==> src/daqPkg.sv <==
`default_nettype none

package daqPkg;

	//////////////////////////////////////////////////////////////////////
	// Widths and frame constants

	localparam int unsigned TRIG_COUNT_W = 24; // Trigger count width

	localparam logic [7:0] TAG_TRIG_ID = 8'hF1; // Head of the trigger-ID pair
	localparam logic [7:0] TAG_COUNT = 8'hCC; // Trailer count, high byte
	localparam logic [15:0] TRAILER_HEAD = 16'hFF45;
	localparam logic [15:0] TRAILER_TAIL = 16'h45FF;

	//////////////////////////////////////////////////////////////////////
	// ASIC control lines

	typedef struct packed {
		logic resetB; // Digital part reset, active low
		logic startAcq; // Acquisition window
		logic forceExternalRaz; // High while no acquisition runs
		logic startReadout; // Digital RAM readout start
		logic pwrOnA; // Analogue power pulsing
		logic pwrOnD; // Digital power pulsing
		logic pwrOnDac; // DAC power pulsing
	} asicCtrl_t;

	// Frame requests from the sequencer to the framer
	typedef enum logic {
		TRIG_ID = 1'b0,
		TRAILER = 1'b1
	} frameKind_e;

	typedef struct packed {
		frameKind_e kind;
	} frameReq_t;

	// Output word, either a raw ASIC word or a tag byte plus a value byte
	typedef union packed {
		logic [15:0] raw;
		struct packed {
			logic [7:0] tag;
			logic [7:0] value;
		} tagWord;
	} daqWord_u;

endpackage

`default_nettype wire

==> src/daqFramer.sv <==
`timescale 1ns/1ps
`default_nettype none

module daqFramer #(
	parameter int unsigned FIFO_DEPTH = 16 // Power of two
) (
	input wire Clk,
	input wire reset_n,
	input wire [15:0] asicData,
	input wire asicDataEn, // No handshake, cannot stall
	input wire daqPkg::frameReq_t frameReq,
	input wire reqValid,
	input wire [daqPkg::TRIG_COUNT_W-1:0] trigCount,
	input wire daqReady,
	output logic reqReady,
	output logic frameDone,
	output daqPkg::daqWord_u daqData,
	output logic daqValid,
	output logic overflow
);
	import daqPkg::*;

	localparam int unsigned AW = $clog2(FIFO_DEPTH);

	logic [15:0] fifoMem [FIFO_DEPTH];
	logic [AW:0] wrPtr; // Extra bit tells full from empty
	logic [AW:0] rdPtr;
	logic fifoEmpty;
	logic fifoFull;
	logic push;
	logic pop;
	logic take;
	logic accept;
	logic startFrame;
	logic hit;
	logic frameActive;
	frameKind_e frameKind;
	logic [1:0] wordIdx;
	logic lastWord;
	logic [TRIG_COUNT_W-1:0] countQ;
	daqWord_u frameWord;

	//////////////////////////////////////////////////////////////////////
	// ASIC word FIFO

	assign fifoEmpty = (wrPtr == rdPtr);
	assign fifoFull = (wrPtr[AW] != rdPtr[AW]) && (wrPtr[AW-1:0] == rdPtr[AW-1:0]);
	assign push = asicDataEn && !fifoFull;
	assign take = daqValid && daqReady;
	assign pop = take && !frameActive; // Head word leaves only outside a frame

	always_ff @(posedge Clk) begin
		if (push)
			fifoMem[wrPtr[AW-1:0]] <= asicData;
	end

	//////////////////////////////////////////////////////////////////////
	// Request handling and frame words

	// Requests wait until all data ahead of them has gone out
	assign reqReady = fifoEmpty && !frameActive;
	assign accept = reqValid && reqReady;
	assign startFrame = accept && (frameReq.kind == TRAILER || hit);
	assign lastWord = (frameKind == TRAILER) ? (wordIdx == 2'd3) : (wordIdx == 2'd1);
	assign frameDone = frameActive && take && lastWord;

	always_ff @(posedge Clk or negedge reset_n) begin
		if (!reset_n) begin
			wrPtr <= '0;
			rdPtr <= '0;
			overflow <= 1'b0;
			hit <= 1'b0;
			frameActive <= 1'b0;
			frameKind <= TRIG_ID;
			wordIdx <= '0;
		end else begin
			if (push)
				wrPtr <= wrPtr + 1'b1;
			if (pop)
				rdPtr <= rdPtr + 1'b1;
			if (asicDataEn && fifoFull)
				overflow <= 1'b1; // Sticky until reset
			if (asicDataEn)
				hit <= 1'b1;
			else if (accept)
				hit <= 1'b0;
			if (startFrame) begin
				frameActive <= 1'b1;
				frameKind <= frameReq.kind;
				wordIdx <= '0;
			end else if (frameActive && take) begin
				if (lastWord)
					frameActive <= 1'b0;
				wordIdx <= wordIdx + 2'd1;
			end
		end
	end

	always_ff @(posedge Clk) begin
		if (accept)
			countQ <= trigCount; // Count frozen for the whole frame
	end

	always_comb begin
		frameWord.raw = countQ[15:0]; // Count low half unless overridden
		case (frameKind)
			TRIG_ID: begin
				if (wordIdx == 2'd0) begin
					frameWord.tagWord.tag = TAG_TRIG_ID;
					frameWord.tagWord.value = countQ[TRIG_COUNT_W-1 -: 8];
				end
			end
			TRAILER: begin
				case (wordIdx)
					2'd0: frameWord.raw = TRAILER_HEAD;
					2'd1: begin
						frameWord.tagWord.tag = TAG_COUNT;
						frameWord.tagWord.value = countQ[TRIG_COUNT_W-1 -: 8];
					end
					2'd3: frameWord.raw = TRAILER_TAIL;
					default: frameWord.raw = countQ[15:0];
				endcase
			end
			default: frameWord.raw = countQ[15:0];
		endcase
	end

	// Output mux, frame words win over queued data
	assign daqValid = frameActive || !fifoEmpty;

	always_comb begin
		if (frameActive)
			daqData = frameWord;
		else
			daqData.raw = fifoMem[rdPtr[AW-1:0]];
	end

endmodule

`default_nettype wire

==> src/daqTop.sv <==
`timescale 1ns/1ps
`default_nettype none

module daqTop #(
	parameter int unsigned POWER_RESET_CYCLES = 8,
	parameter int unsigned RESET_START_CYCLES = 40,
	parameter int unsigned SRO_CYCLES = 16,
	parameter int unsigned DATA_END_CYCLES = 1600,
	parameter int unsigned FIFO_DEPTH = 16
) (
	input wire Clk,
	input wire reset_n,
	input wire moduleStart,
	input wire acqStart,
	input wire chipSatB,
	input wire endReadout,
	input wire [15:0] acquisitionTime,
	input wire [15:0] endHoldTime,
	input wire [15:0] asicData,
	input wire asicDataEn,
	input wire daqReady,
	input wire dataTransmitDone,
	output daqPkg::asicCtrl_t asicCtrl,
	output logic onceEnd,
	output logic allDone,
	output daqPkg::daqWord_u daqData,
	output logic daqValid,
	output logic overflow
);
	import daqPkg::*;

	logic trigPulse;
	logic [TRIG_COUNT_W-1:0] trigCount;
	logic countEn;
	logic countClr;
	frameReq_t frameReq;
	logic reqValid;
	logic reqReady;
	logic frameDone;

	slaveDaq #(
		.POWER_RESET_CYCLES(POWER_RESET_CYCLES),
		.RESET_START_CYCLES(RESET_START_CYCLES),
		.SRO_CYCLES(SRO_CYCLES),
		.DATA_END_CYCLES(DATA_END_CYCLES)
	) uSlaveDaq (
		.Clk, .reset_n,
		.moduleStart, .chipSatB, .endReadout, .trigPulse,
		.acquisitionTime, .endHoldTime,
		.reqReady, .frameDone, .dataTransmitDone,
		.asicCtrl, .countEn, .countClr, .frameReq, .reqValid,
		.onceEnd, .allDone
	);

	triggerCounter uTriggerCounter (
		.Clk, .reset_n,
		.acqStart, .countEn, .countClr,
		.trigPulse, .trigCount
	);

	daqFramer #(
		.FIFO_DEPTH(FIFO_DEPTH)
	) uDaqFramer (
		.Clk, .reset_n,
		.asicData, .asicDataEn,
		.frameReq, .reqValid, .trigCount, .daqReady,
		.reqReady, .frameDone, .daqData, .daqValid, .overflow
	);

endmodule

`default_nettype wire

==> src/slaveDaq.sv <==
`timescale 1ns/1ps
`default_nettype none

module slaveDaq #(
	parameter int unsigned POWER_RESET_CYCLES = 8,
	parameter int unsigned RESET_START_CYCLES = 40,
	parameter int unsigned SRO_CYCLES = 16,
	parameter int unsigned DATA_END_CYCLES = 1600
) (
	input wire Clk,
	input wire reset_n,
	input wire moduleStart, // From host, asynchronous
	input wire chipSatB, // Chip full, active low, asynchronous
	input wire endReadout, // Readout finished, asynchronous
	input wire trigPulse,
	input wire [15:0] acquisitionTime,
	input wire [15:0] endHoldTime,
	input wire reqReady,
	input wire frameDone,
	input wire dataTransmitDone,
	output daqPkg::asicCtrl_t asicCtrl,
	output logic countEn,
	output logic countClr,
	output daqPkg::frameReq_t frameReq,
	output logic reqValid,
	output logic onceEnd,
	output logic allDone
);
	import daqPkg::*;

	localparam logic [3:0] S_IDLE = 4'd0,
		S_CHIP_RESET = 4'd1,
		S_POWER_ON = 4'd2,
		S_RELEASE = 4'd3,
		S_WAIT_START = 4'd4,
		S_ACQUIRE = 4'd5,
		S_WAIT_READ = 4'd6,
		S_START_READOUT = 4'd7,
		S_WAIT_READ_DONE = 4'd8,
		S_ONCE_END = 4'd9,
		S_WAIT_DATA_END = 4'd10,
		S_TRAILER = 4'd11,
		S_ALL_DONE = 4'd12;

	// Last value of the delay counter in each timed state
	localparam logic [15:0] PWR_LAST = 16'(POWER_RESET_CYCLES);
	localparam logic [15:0] RST_LAST = 16'(RESET_START_CYCLES);
	localparam logic [15:0] SRO_LAST = 16'(SRO_CYCLES);
	localparam logic [15:0] END_LAST = 16'(DATA_END_CYCLES - 1);

	logic [3:0] state;
	logic [15:0] delayCnt;
	logic resetB;
	logic startAcq;
	logic startReadout;

	logic [2:0] syncA; // {moduleStart, chipSatB, endReadout}
	logic [2:0] syncB;
	logic [1:0] syncC; // History for the edge detectors
	logic runOn;
	logic chipFull;
	logic readStart;
	logic endRead;

	//////////////////////////////////////////////////////////////////////
	// Input synchronizers and edge detection

	always_ff @(posedge Clk or negedge reset_n) begin
		if (!reset_n) begin
			syncA <= 3'b010; // chipSatB idles high
			syncB <= 3'b010;
			syncC <= 2'b10;
		end else begin
			syncA <= {moduleStart, chipSatB, endReadout};
			syncB <= syncA;
			syncC <= syncB[1:0];
		end
	end

	assign runOn = syncB[2];
	assign chipFull = !syncB[1] && syncC[1]; // Falling edge, chip is full
	assign readStart = syncB[1] && !syncC[1]; // Rising edge, readout may start
	assign endRead = syncB[0] && !syncC[0];

	//////////////////////////////////////////////////////////////////////
	// Sequencer

	always_ff @(posedge Clk or negedge reset_n) begin
		if (!reset_n) begin
			state <= S_IDLE;
			delayCnt <= '0;
			resetB <= 1'b1;
			startAcq <= 1'b0;
			startReadout <= 1'b0;
			onceEnd <= 1'b0;
			allDone <= 1'b0;
			reqValid <= 1'b0;
		end else begin
			case (state)
				S_IDLE: begin
					if (runOn) begin
						resetB <= 1'b0;
						delayCnt <= '0;
						state <= S_CHIP_RESET;
					end
				end
				S_CHIP_RESET: state <= S_POWER_ON;
				S_POWER_ON: begin
					if (delayCnt < PWR_LAST) begin
						delayCnt <= delayCnt + 16'd1;
					end else begin
						delayCnt <= '0;
						resetB <= 1'b1; // Release the digital part
						state <= S_RELEASE;
					end
				end
				S_RELEASE: begin
					if (delayCnt < RST_LAST) begin
						delayCnt <= delayCnt + 16'd1;
					end else begin
						delayCnt <= '0;
						state <= S_WAIT_START;
					end
				end
				S_WAIT_START: begin
					if (!runOn) begin
						delayCnt <= '0;
						state <= S_WAIT_DATA_END;
					end else if (trigPulse) begin
						startAcq <= 1'b1;
						delayCnt <= '0;
						state <= S_ACQUIRE;
					end
				end
				S_ACQUIRE: begin
					// Window closes on timeout or when the chip is full
					if (delayCnt >= acquisitionTime || chipFull) begin
						startAcq <= 1'b0;
						delayCnt <= '0;
						state <= S_WAIT_READ;
					end else begin
						delayCnt <= delayCnt + 16'd1;
					end
				end
				S_WAIT_READ: begin
					if (readStart) begin
						startReadout <= 1'b1;
						state <= S_START_READOUT;
					end
				end
				S_START_READOUT: begin
					if (delayCnt < SRO_LAST) begin
						delayCnt <= delayCnt + 16'd1;
					end else begin
						delayCnt <= '0;
						startReadout <= 1'b0;
						state <= S_WAIT_READ_DONE;
					end
				end
				S_WAIT_READ_DONE: begin
					if (endRead) begin
						onceEnd <= 1'b1;
						state <= S_ONCE_END;
					end
				end
				S_ONCE_END: begin
					if (reqValid) begin
						if (reqReady) begin // Trigger ID handed over
							reqValid <= 1'b0;
							state <= S_WAIT_START;
						end
					end else if (delayCnt < endHoldTime) begin
						delayCnt <= delayCnt + 16'd1;
					end else begin
						delayCnt <= '0;
						onceEnd <= 1'b0;
						reqValid <= 1'b1;
					end
				end
				S_WAIT_DATA_END: begin
					// Let the last data words drain before the trailer
					if (delayCnt < END_LAST) begin
						delayCnt <= delayCnt + 16'd1;
					end else begin
						delayCnt <= '0;
						reqValid <= 1'b1;
						state <= S_TRAILER;
					end
				end
				S_TRAILER: begin
					if (reqValid) begin
						if (reqReady)
							reqValid <= 1'b0;
					end else if (frameDone) begin
						allDone <= 1'b1;
						state <= S_ALL_DONE;
					end
				end
				S_ALL_DONE: begin
					if (dataTransmitDone) begin
						allDone <= 1'b0;
						state <= S_IDLE;
					end
				end
				default: state <= S_IDLE;
			endcase
		end
	end

	// Counter control follows the run
	assign countEn = state inside {[S_WAIT_START:S_ONCE_END]};
	assign countClr = (state == S_CHIP_RESET);

	always_comb begin
		frameReq.kind = (state == S_TRAILER) ? TRAILER : TRIG_ID;
	end

	// Power lines come straight from the state
	always_comb begin
		asicCtrl.resetB = resetB;
		asicCtrl.startAcq = startAcq;
		asicCtrl.forceExternalRaz = !startAcq;
		asicCtrl.startReadout = startReadout;
		asicCtrl.pwrOnA = state inside {[S_CHIP_RESET:S_ONCE_END]};
		asicCtrl.pwrOnD = state inside {[S_POWER_ON:S_ONCE_END]};
		asicCtrl.pwrOnDac = state inside {[S_CHIP_RESET:S_ONCE_END]};
	end

endmodule

`default_nettype wire

==> src/triggerCounter.sv <==
`timescale 1ns/1ps
`default_nettype none

module triggerCounter (
	input wire Clk,
	input wire reset_n,
	input wire acqStart, // External trigger, asynchronous
	input wire countEn,
	input wire countClr,
	output logic trigPulse,
	output logic [daqPkg::TRIG_COUNT_W-1:0] trigCount
);

	logic acqMeta;
	logic acqSync;
	logic acqLast;
	logic risingEdge;

	// Two-stage synchronizer plus one history stage for the edge
	always_ff @(posedge Clk or negedge reset_n) begin
		if (!reset_n) begin
			acqMeta <= 1'b0;
			acqSync <= 1'b0;
			acqLast <= 1'b0;
		end else begin
			acqMeta <= acqStart;
			acqSync <= acqMeta;
			acqLast <= acqSync;
		end
	end

	assign risingEdge = acqSync && !acqLast;

	// Pulse and count leave together, three cycles after the trigger
	always_ff @(posedge Clk or negedge reset_n) begin
		if (!reset_n) begin
			trigPulse <= 1'b0;
			trigCount <= '0;
		end else begin
			trigPulse <= risingEdge;
			if (countClr)
				trigCount <= '0; // New run
			else if (risingEdge && countEn)
				trigCount <= trigCount + 1'b1;
		end
	end

endmodule

`default_nettype wire
==> config.mk <==
export PLATFORM = sky130hd
export DESIGN_NAME = daqTop
export DESIGN_NICKNAME = d
export VERILOG_FILES = /design/src/daqPkg.sv /design/src/daqFramer.sv /design/src/daqTop.sv /design/src/slaveDaq.sv /design/src/triggerCounter.sv
export SDC_FILE = /design/constraint.sdc
export NUM_CORES = 1
export LEC_CHECK = 0
export ABC_AREA = 1
export BUFFER_PORTS_ARGS = -buffer_cell sky130_fd_sc_hd__buf_2
export CAP_MARGIN = 10
export CELL_PAD_IN_SITES_DETAIL_PLACEMENT = 0
export CELL_PAD_IN_SITES_GLOBAL_PLACEMENT = 1
export CORE_MARGIN = 2
export CORE_UTILIZATION = 44
export DETAILED_ROUTE_END_ITERATION = 10
export PLACE_DENSITY = 0.84
export SLEW_MARGIN = 10
export SYNTH_ARGS = -nofsm -noshare
export SYNTH_HDL_FRONTEND = slang
export SYNTH_SLANG_ARGS = --single-unit
==> constraint.sdc <==
create_clock -name Clk -period 2.86 [get_ports Clk]
set_clock_uncertainty 0.1 [all_clocks]
set_input_delay 0.572 -clock Clk [delete_from_list [all_inputs] [get_ports Clk]]
set_output_delay 0.572 -clock Clk [all_outputs]
set_load 0.02 [all_outputs]
# Word-level counts from Yosys, hierarchy flattened
# Memory sizes are Yosys's and may differ from the RTL's.
# Cells that the tools add are included.
# op_classes
n_addsub	5
order_cmp	10
n_eq_ne	35
mux	68
bitwise_logic	1
reduce_logical	51
# op_table
op	count
$mux 16	12
$pmux 16 s8	1
$mux 4	15
$pmux 4 s13	1
$mux 24	2
$pmux 16 s3	1
$pmux 16 s2	1
$mux 1	27
$add 24x1->24 const B	1
$eq 4x4->1 const B	5
$logic_and 1x1->1	18
$ne 2x2->1 const B	9
$reduce_bool 2->1	9
$add 16x1->16 const B	1
$eq 4x3->1 const B	4
$ge 16x16->1	1
$lt 16x11->1 const B	1
$lt 16x16->1	1
$lt 16x4->1 const B	1
$lt 16x5->1 const B	1
$lt 16x6->1 const B	1
$ne 2x1->1 const B	8
$reduce_and 4->1	4
$reduce_and 14->1	1
26 further kinds	44
# word_totals
reg_bits	102
ramBits	256
output_inout_bits	27
word_cells	195
n_memories	1
# mem_list
name	depth	word_bits	rd	rd_ports_with_merged_regs	wr	line_no	source
uDaqFramer.fifoMem	16	16	1	0	1	daqFramer.sv:25	logic [15:0] fifoMem [FIFO_DEPTH];

# Logic depth before layout (Yosys ltp)
# logic_depth
ltp_word	9
depth_mapped	17

# By module
# Synthesis repeated with hierarchy kept, for this count alone.
# hier_totals
cells_unflattened	1977
hier_area_um2	17753.3
# by_module_without_submodules
module	instances	cells_each	area_per_inst_um2	seq_area_each_um2
daqFramer	1	1306	13127.6	8808.4
slaveDaq	1	456	3066.7	855.8
triggerCounter	1	215	1559.0	700.7

# Worst setup path before layout
# No wires, ideal clock.
# synth_timing
path_type	register -> register
from	register uDaqFramer.wrPtr[0]
to	register uDaqFramer.frameKind
setup_time_ns	0.128
arrival_time_ns	2.862
required_time_ns	2.632
path_slack_ns	-0.230
stages_incl_launch_ff	8
synth_period_minus_slack_ns	3.090
path_cell_list	dfrtp_1 xor2_1 a21oi_1 nand4_1 nor2_1 o21ai_0 nand2_1 o21ai_0
# synth_via
elab_chain_len	4
# synth_rtl
element	line_no	source
start, declared	daqFramer.sv:26	logic [AW:0] wrPtr;
start signal, assigned	daqFramer.sv:78	wrPtr <= wrPtr + 1'b1;
$eq 5x5->1	daqFramer.sv:46	assign fifoEmpty = (wrPtr == rdPtr);
$logic_and 1x1->1	daqFramer.sv:61	assign reqReady = fifoEmpty && !frameActive;
$logic_and 1x1->1	daqFramer.sv:62	assign accept = reqValid && reqReady;
net uDaqFramer.accept	daqFramer.sv:33	logic accept;
$logic_and 1x1->1	daqFramer.sv:63	assign startFrame = accept && (frameReq.kind == TRAILER || hit);
end signal, assigned	daqFramer.sv:89	frameKind <= frameReq.kind;
end, declared	daqFramer.sv:37	frameKind_e frameKind;
# The timed path passes the listed nets, and every way through them passes these cells.
# A chain may end at the register's enable or synchronous reset.

==> metrics <==
Design Power between 0.02 and 0.025 W; Power Dens Cells ~1000 mW/mm²; simple logic cell fraction of the synthesized area 0.148; fraction of final layout cells sized beyond drive strength 1 0.217; number of nets in the synthesized netlist between 1500 and 2000; routed wire length per instance between 20 and 25 µm; count of antenna-violating nets left after detailed routing 0; via count of the first global-routing pass 11600; weighted congestion at the end of routability-driven global placement about 0.87; worst-skew pair later-pin latency approximately 0.53 ns; number of warnings reported in the yosys synthesis log 0; CP max stage delay roughly 0.55 ns; adder-cell area share of the yosys netlist 0.0325; signal arrival time at the worst endpoint between 2 and 2.5 ns; floorplan die width roughly 200 µm; initial core utilization 0.445; kind of start point of the critical path flip-flop; netlist area before placement roughly 0.016 mm²; clk slew on worst S/H paths ~0.06 ns; post-synth cell types 56; Seq/Total Area, Yosys 0.641; Residual DRC 0; post-synthesis xor/xnor area fraction 0.00813; Top FF cell, synth sky130_fd_sc_hd__edfxtp_1; required time worst endpoint roughly 2.2 ns; post-detailed-route via-to-cell ratio 5.64; CTS tree done; multiplexer area fraction after synthesis 0; area overhead of the layout relative to synthesis 22.2%; flip-flop and latch count after synthesis about 360; top area cells in the synthesized netlist sky130_fd_sc_hd__edfxtp_1 52%, sky130_fd_sc_hd__dfrtp_1 11%, sky130_fd_sc_hd__o21ai_0 5.1%; largest fanout on the critical path 7; number of enable-type register cells in the synthesized netlist 280; number of failing setup endpoints in the final timing report 16; worst-path cell chain clkinv_8, buf_12, buf_16, o21ai_2, o221ai_2, nand3_2, a22oi_2, buf_6; maximum number of pins on one net before global-route repair 49; share of async-settable or async-resettable flops after synthesis 0.218; share of the cycle needed by the critical path after routing 1.07; LEAKAGE between 7 and 8 nW; largest family of logic cells by synthesized area simple AND/OR/NAND/NOR gates; max-slew violation count 0; area share of the largest cell type after synthesis 0.520; violations in the final reports negative setup slack; NumNets Final approximately 1700; router iterations before antenna repair 5; Avg Inst Size Synth between 10 and 15 µm²; final wirelength 43600 µm; total clock sinks roughly 360; Top Family by Delay on Critical Path compound AO/OA/AOI/OAI gates; slew at the pin with the worst max-slew slack about 0.69 ns; number of antenna violations at the first check in global routing 2; Final Hold Viols 0; global-route total usage across every layer 0.219; area enclosed by the die boundary approximately 0.038 mm²; number of buffer cells added on primary ports 83; H-tree levels 2; post-synthesis instance total about 1500; cell accounting for the most synthesized area sky130_fd_sc_hd__edfxtp_1; RSZ-0062 raised after global routing yes; Top Ports 84; min cycle time layout a little over 3 ns; CTS buffer count 38; grt total ovfl 0; wire length of the first global-routing pass 65000 µm; critical-path cell with the highest stage delay sky130_fd_sc_hd__dfrtp_4; violation count after the first detailed-route iteration between 1000 and 1500; placeable core region between 0.03 and 0.04 mm²; Worst Hold Margin 0.0445 ns; count of buffering cells on the critical path with inverters included 4; Bufs on Longest Clock Path 3; DIE HEIGHT slightly below 200 µm; maximum VDD drop around 0.00058 V; total negative slack -1.83 ns; worst-case headroom to the max-slew limit 0.542; min setup slack post-route -0.205 ns; root buf cell sky130_fd_sc_hd__clkbuf_16; Peak Freq 326 MHz; via count roughly 12000; Critical Setup Path Class flip-flop to output port; compound-gate portion of the synthesized area 0.119; Hold Path Class primary input to flip-flop; outcome complete, but fails checks; number of maximum-capacitance violations 0; critical path endpoint category output port; Final Util 0.543; standard-cell rows 70; total half-perimeter wirelength after legalization and detailed placement ~26000 µm
routing by layer:
layer | GRT usage | up-vias | routed length, µm
met3 | 0.0382 | 74 | 3590
met4 | 0.0609 | 0 | 938
li1 | - | 5568 | -
met2 | 0.365 | 516 | 20900
met5 | 0 | - | 0
met1 | 0.296 | 5843 | 18200
area by class of cell:
class	instances	area [µm²]
Sequential cell	358	10400
Timing Repair inverter	1	11.3
Tap cell	468	586
Fill cell	2969	16600
Multi-Input combinational cell	927	5480
Clock inverter	16	204
Antenna cell	3	7.51
Inverter	147	577
Clock buffer	49	1010
Timing Repair Buffer	159	1500
cells by family after synthesis:
| group | Yosys count |
|---|---|
| AO/OA/AOI/OAI | 324 |
| XOR/XNOR | 15 |
| adder cells (fa/ha/maj) | 42 |
| buffers and inverters | 208 |
| flip-flops | 358 |
| AND/OR/NAND/NOR | 546 |
worst register-to-register path, cell delays in order (launching register included):
cell	delay, ns
sky130_fd_sc_hd__dfrtp_4	0.55
sky130_fd_sc_hd__buf_4	0.17
sky130_fd_sc_hd__xor2_1	0.11
sky130_fd_sc_hd__a21oi_1	0.07
sky130_fd_sc_hd__nand3b_1	0.11
sky130_fd_sc_hd__nand2_1	0.09
sky130_fd_sc_hd__inv_1	0.16
sky130_fd_sc_hd__nand2_1	0.25
sky130_fd_sc_hd__nor2_4	0.42
sky130_fd_sc_hd__buf_4	0.26
power breakdown:
group / internal [W] / switching (W) / total [W]
registers: 0.00629 / 0.000365 / 0.00666
logic: 0.00324 / 0.00546 / 0.00870
clock network: 0.00287 / 0.00201 / 0.00488
synthesized netlist by cell type, types with 2 or more instances:
master	n
sky130_fd_sc_hd__o221ai_1	22
sky130_fd_sc_hd__o21ai_0	164
sky130_fd_sc_hd__nand2_1	197
sky130_fd_sc_hd__inv_1	136
sky130_fd_sc_hd__a31oi_1	4
sky130_fd_sc_hd__nor4_1	2
sky130_fd_sc_hd__clkinv_1	3
sky130_fd_sc_hd__o211ai_1	10
sky130_fd_sc_hd__o21ai_1	4
sky130_fd_sc_hd__nor2_2	13
sky130_fd_sc_hd__dfrtp_1	74
sky130_fd_sc_hd__buf_4	4
sky130_fd_sc_hd__a32oi_1	2
sky130_fd_sc_hd__xor2_1	14
sky130_fd_sc_hd__a22oi_1	8
sky130_fd_sc_hd__nor2_1	207
sky130_fd_sc_hd__a221oi_1	9
sky130_fd_sc_hd__o21a_1	4
sky130_fd_sc_hd__nor3b_1	3
sky130_fd_sc_hd__inv_2	7
sky130_fd_sc_hd__edfxtp_1	280
sky130_fd_sc_hd__o31ai_1	4
sky130_fd_sc_hd__dfstp_2	4
sky130_fd_sc_hd__a211oi_1	3
sky130_fd_sc_hd__o22ai_1	42
sky130_fd_sc_hd__nor3_1	18
sky130_fd_sc_hd__a41oi_1	4
sky130_fd_sc_hd__buf_1	4
sky130_fd_sc_hd__nand4_1	20
sky130_fd_sc_hd__clkbuf_1	42
sky130_fd_sc_hd__buf_2	7
sky130_fd_sc_hd__nand4_2	2
sky130_fd_sc_hd__nand3_1	63
sky130_fd_sc_hd__nand3_2	2
sky130_fd_sc_hd__nand2_4	3
sky130_fd_sc_hd__nand2_2	6
sky130_fd_sc_hd__o22a_1	2
sky130_fd_sc_hd__o21ai_2	2
sky130_fd_sc_hd__ha_1	42
sky130_fd_sc_hd__a21oi_1	37
sky130_fd_sc_hd__buf_6	4
placed cells by master, fill, tap and decap left out, drive strengths merged, types with 4 or more instances in the layout:
cell type	Yosys	routed
xor2	14	14
o211ai	10	10
nand3	66	66
nand4	22	22
nor3	19	19
o31ai	4	4
o21a	4	4
a221oi	9	9
ha	42	42
nand2	206	206
o221ai	22	22
buf	19	151
nor2	222	222
clkbuf	42	55
dfrtp	74	74
a21oi	37	37
bufinv	0	4
a22oi	8	8
a41oi	4	4
inv	144	145
o21ai	170	170
a31oi	4	4
o22ai	42	42
edfxtp	280	280
clkinv	3	14
dfstp	4	4
sequential cells by signal (all words and copies together) (netlist names), 2 cells and up:
| register | flops |
|---|---|
| uSlaveDaq.syncC | 2 |
| uSlaveDaq.state | 4 |
| uDaqFramer.wrPtr | 5 |
| uSlaveDaq.syncB | 3 |
| uSlaveDaq.delayCnt | 16 |
| uDaqFramer.countQ | 24 |
| uDaqFramer.rdPtr | 5 |
| uDaqFramer.wordIdx | 2 |
| uDaqFramer.fifoMem | 256 |
| uTriggerCounter.trigCount | 24 |
| uSlaveDaq.syncA | 3 |
per-stage QoR:
step | setup WS, ns | cells | instance area (µm²)
CTS | -0.139 | 2113 | 19300
finish | -0.205 | 2128 | 19700
global route | -0.273 | 2126 | 19700
detailed placement | 0.0558 | 2033 | 17400
floorplan | 0.258 | 1493 | 16200
global placement | 0.0878 | 2033 | 17400
final timing paths:
kind	from	slack, ns	endpoint	cells after the start
setup reg to reg	uDaqFramer.rdPtr[0]	0.26	uDaqFramer.fifoMem[4][3]	9
hold reg to reg	uSlaveDaq.syncA[2]	0.25	uSlaveDaq.syncB[2]	0
min in group asynchronous	reset_n	0.49	uTriggerCounter.trigCount[6]	2
max in group asynchronous	reset_n	1.50	uSlaveDaq.resetB	3
setup / recovery	uDaqFramer.rdPtr[0]	-0.20	daqData[6]	8
hold / removal	chipSatB	0.04	uSlaveDaq.syncA[1]	1
timing repair:
| item | CTS | global route |
|---|---|---|
| buffers inserted | 8 | 4 |
| endpoints found under the setup margin | 16 | 136 |
| pin swaps | 20 | 33 |
| hold buffers | 1 | 0 |
| gates cloned | 6 | 8 |
| gates resized for setup | 110 | 79 |
| hold endpoints to repair | 41 | 0 |
Power figures use the tool's default switching activity.
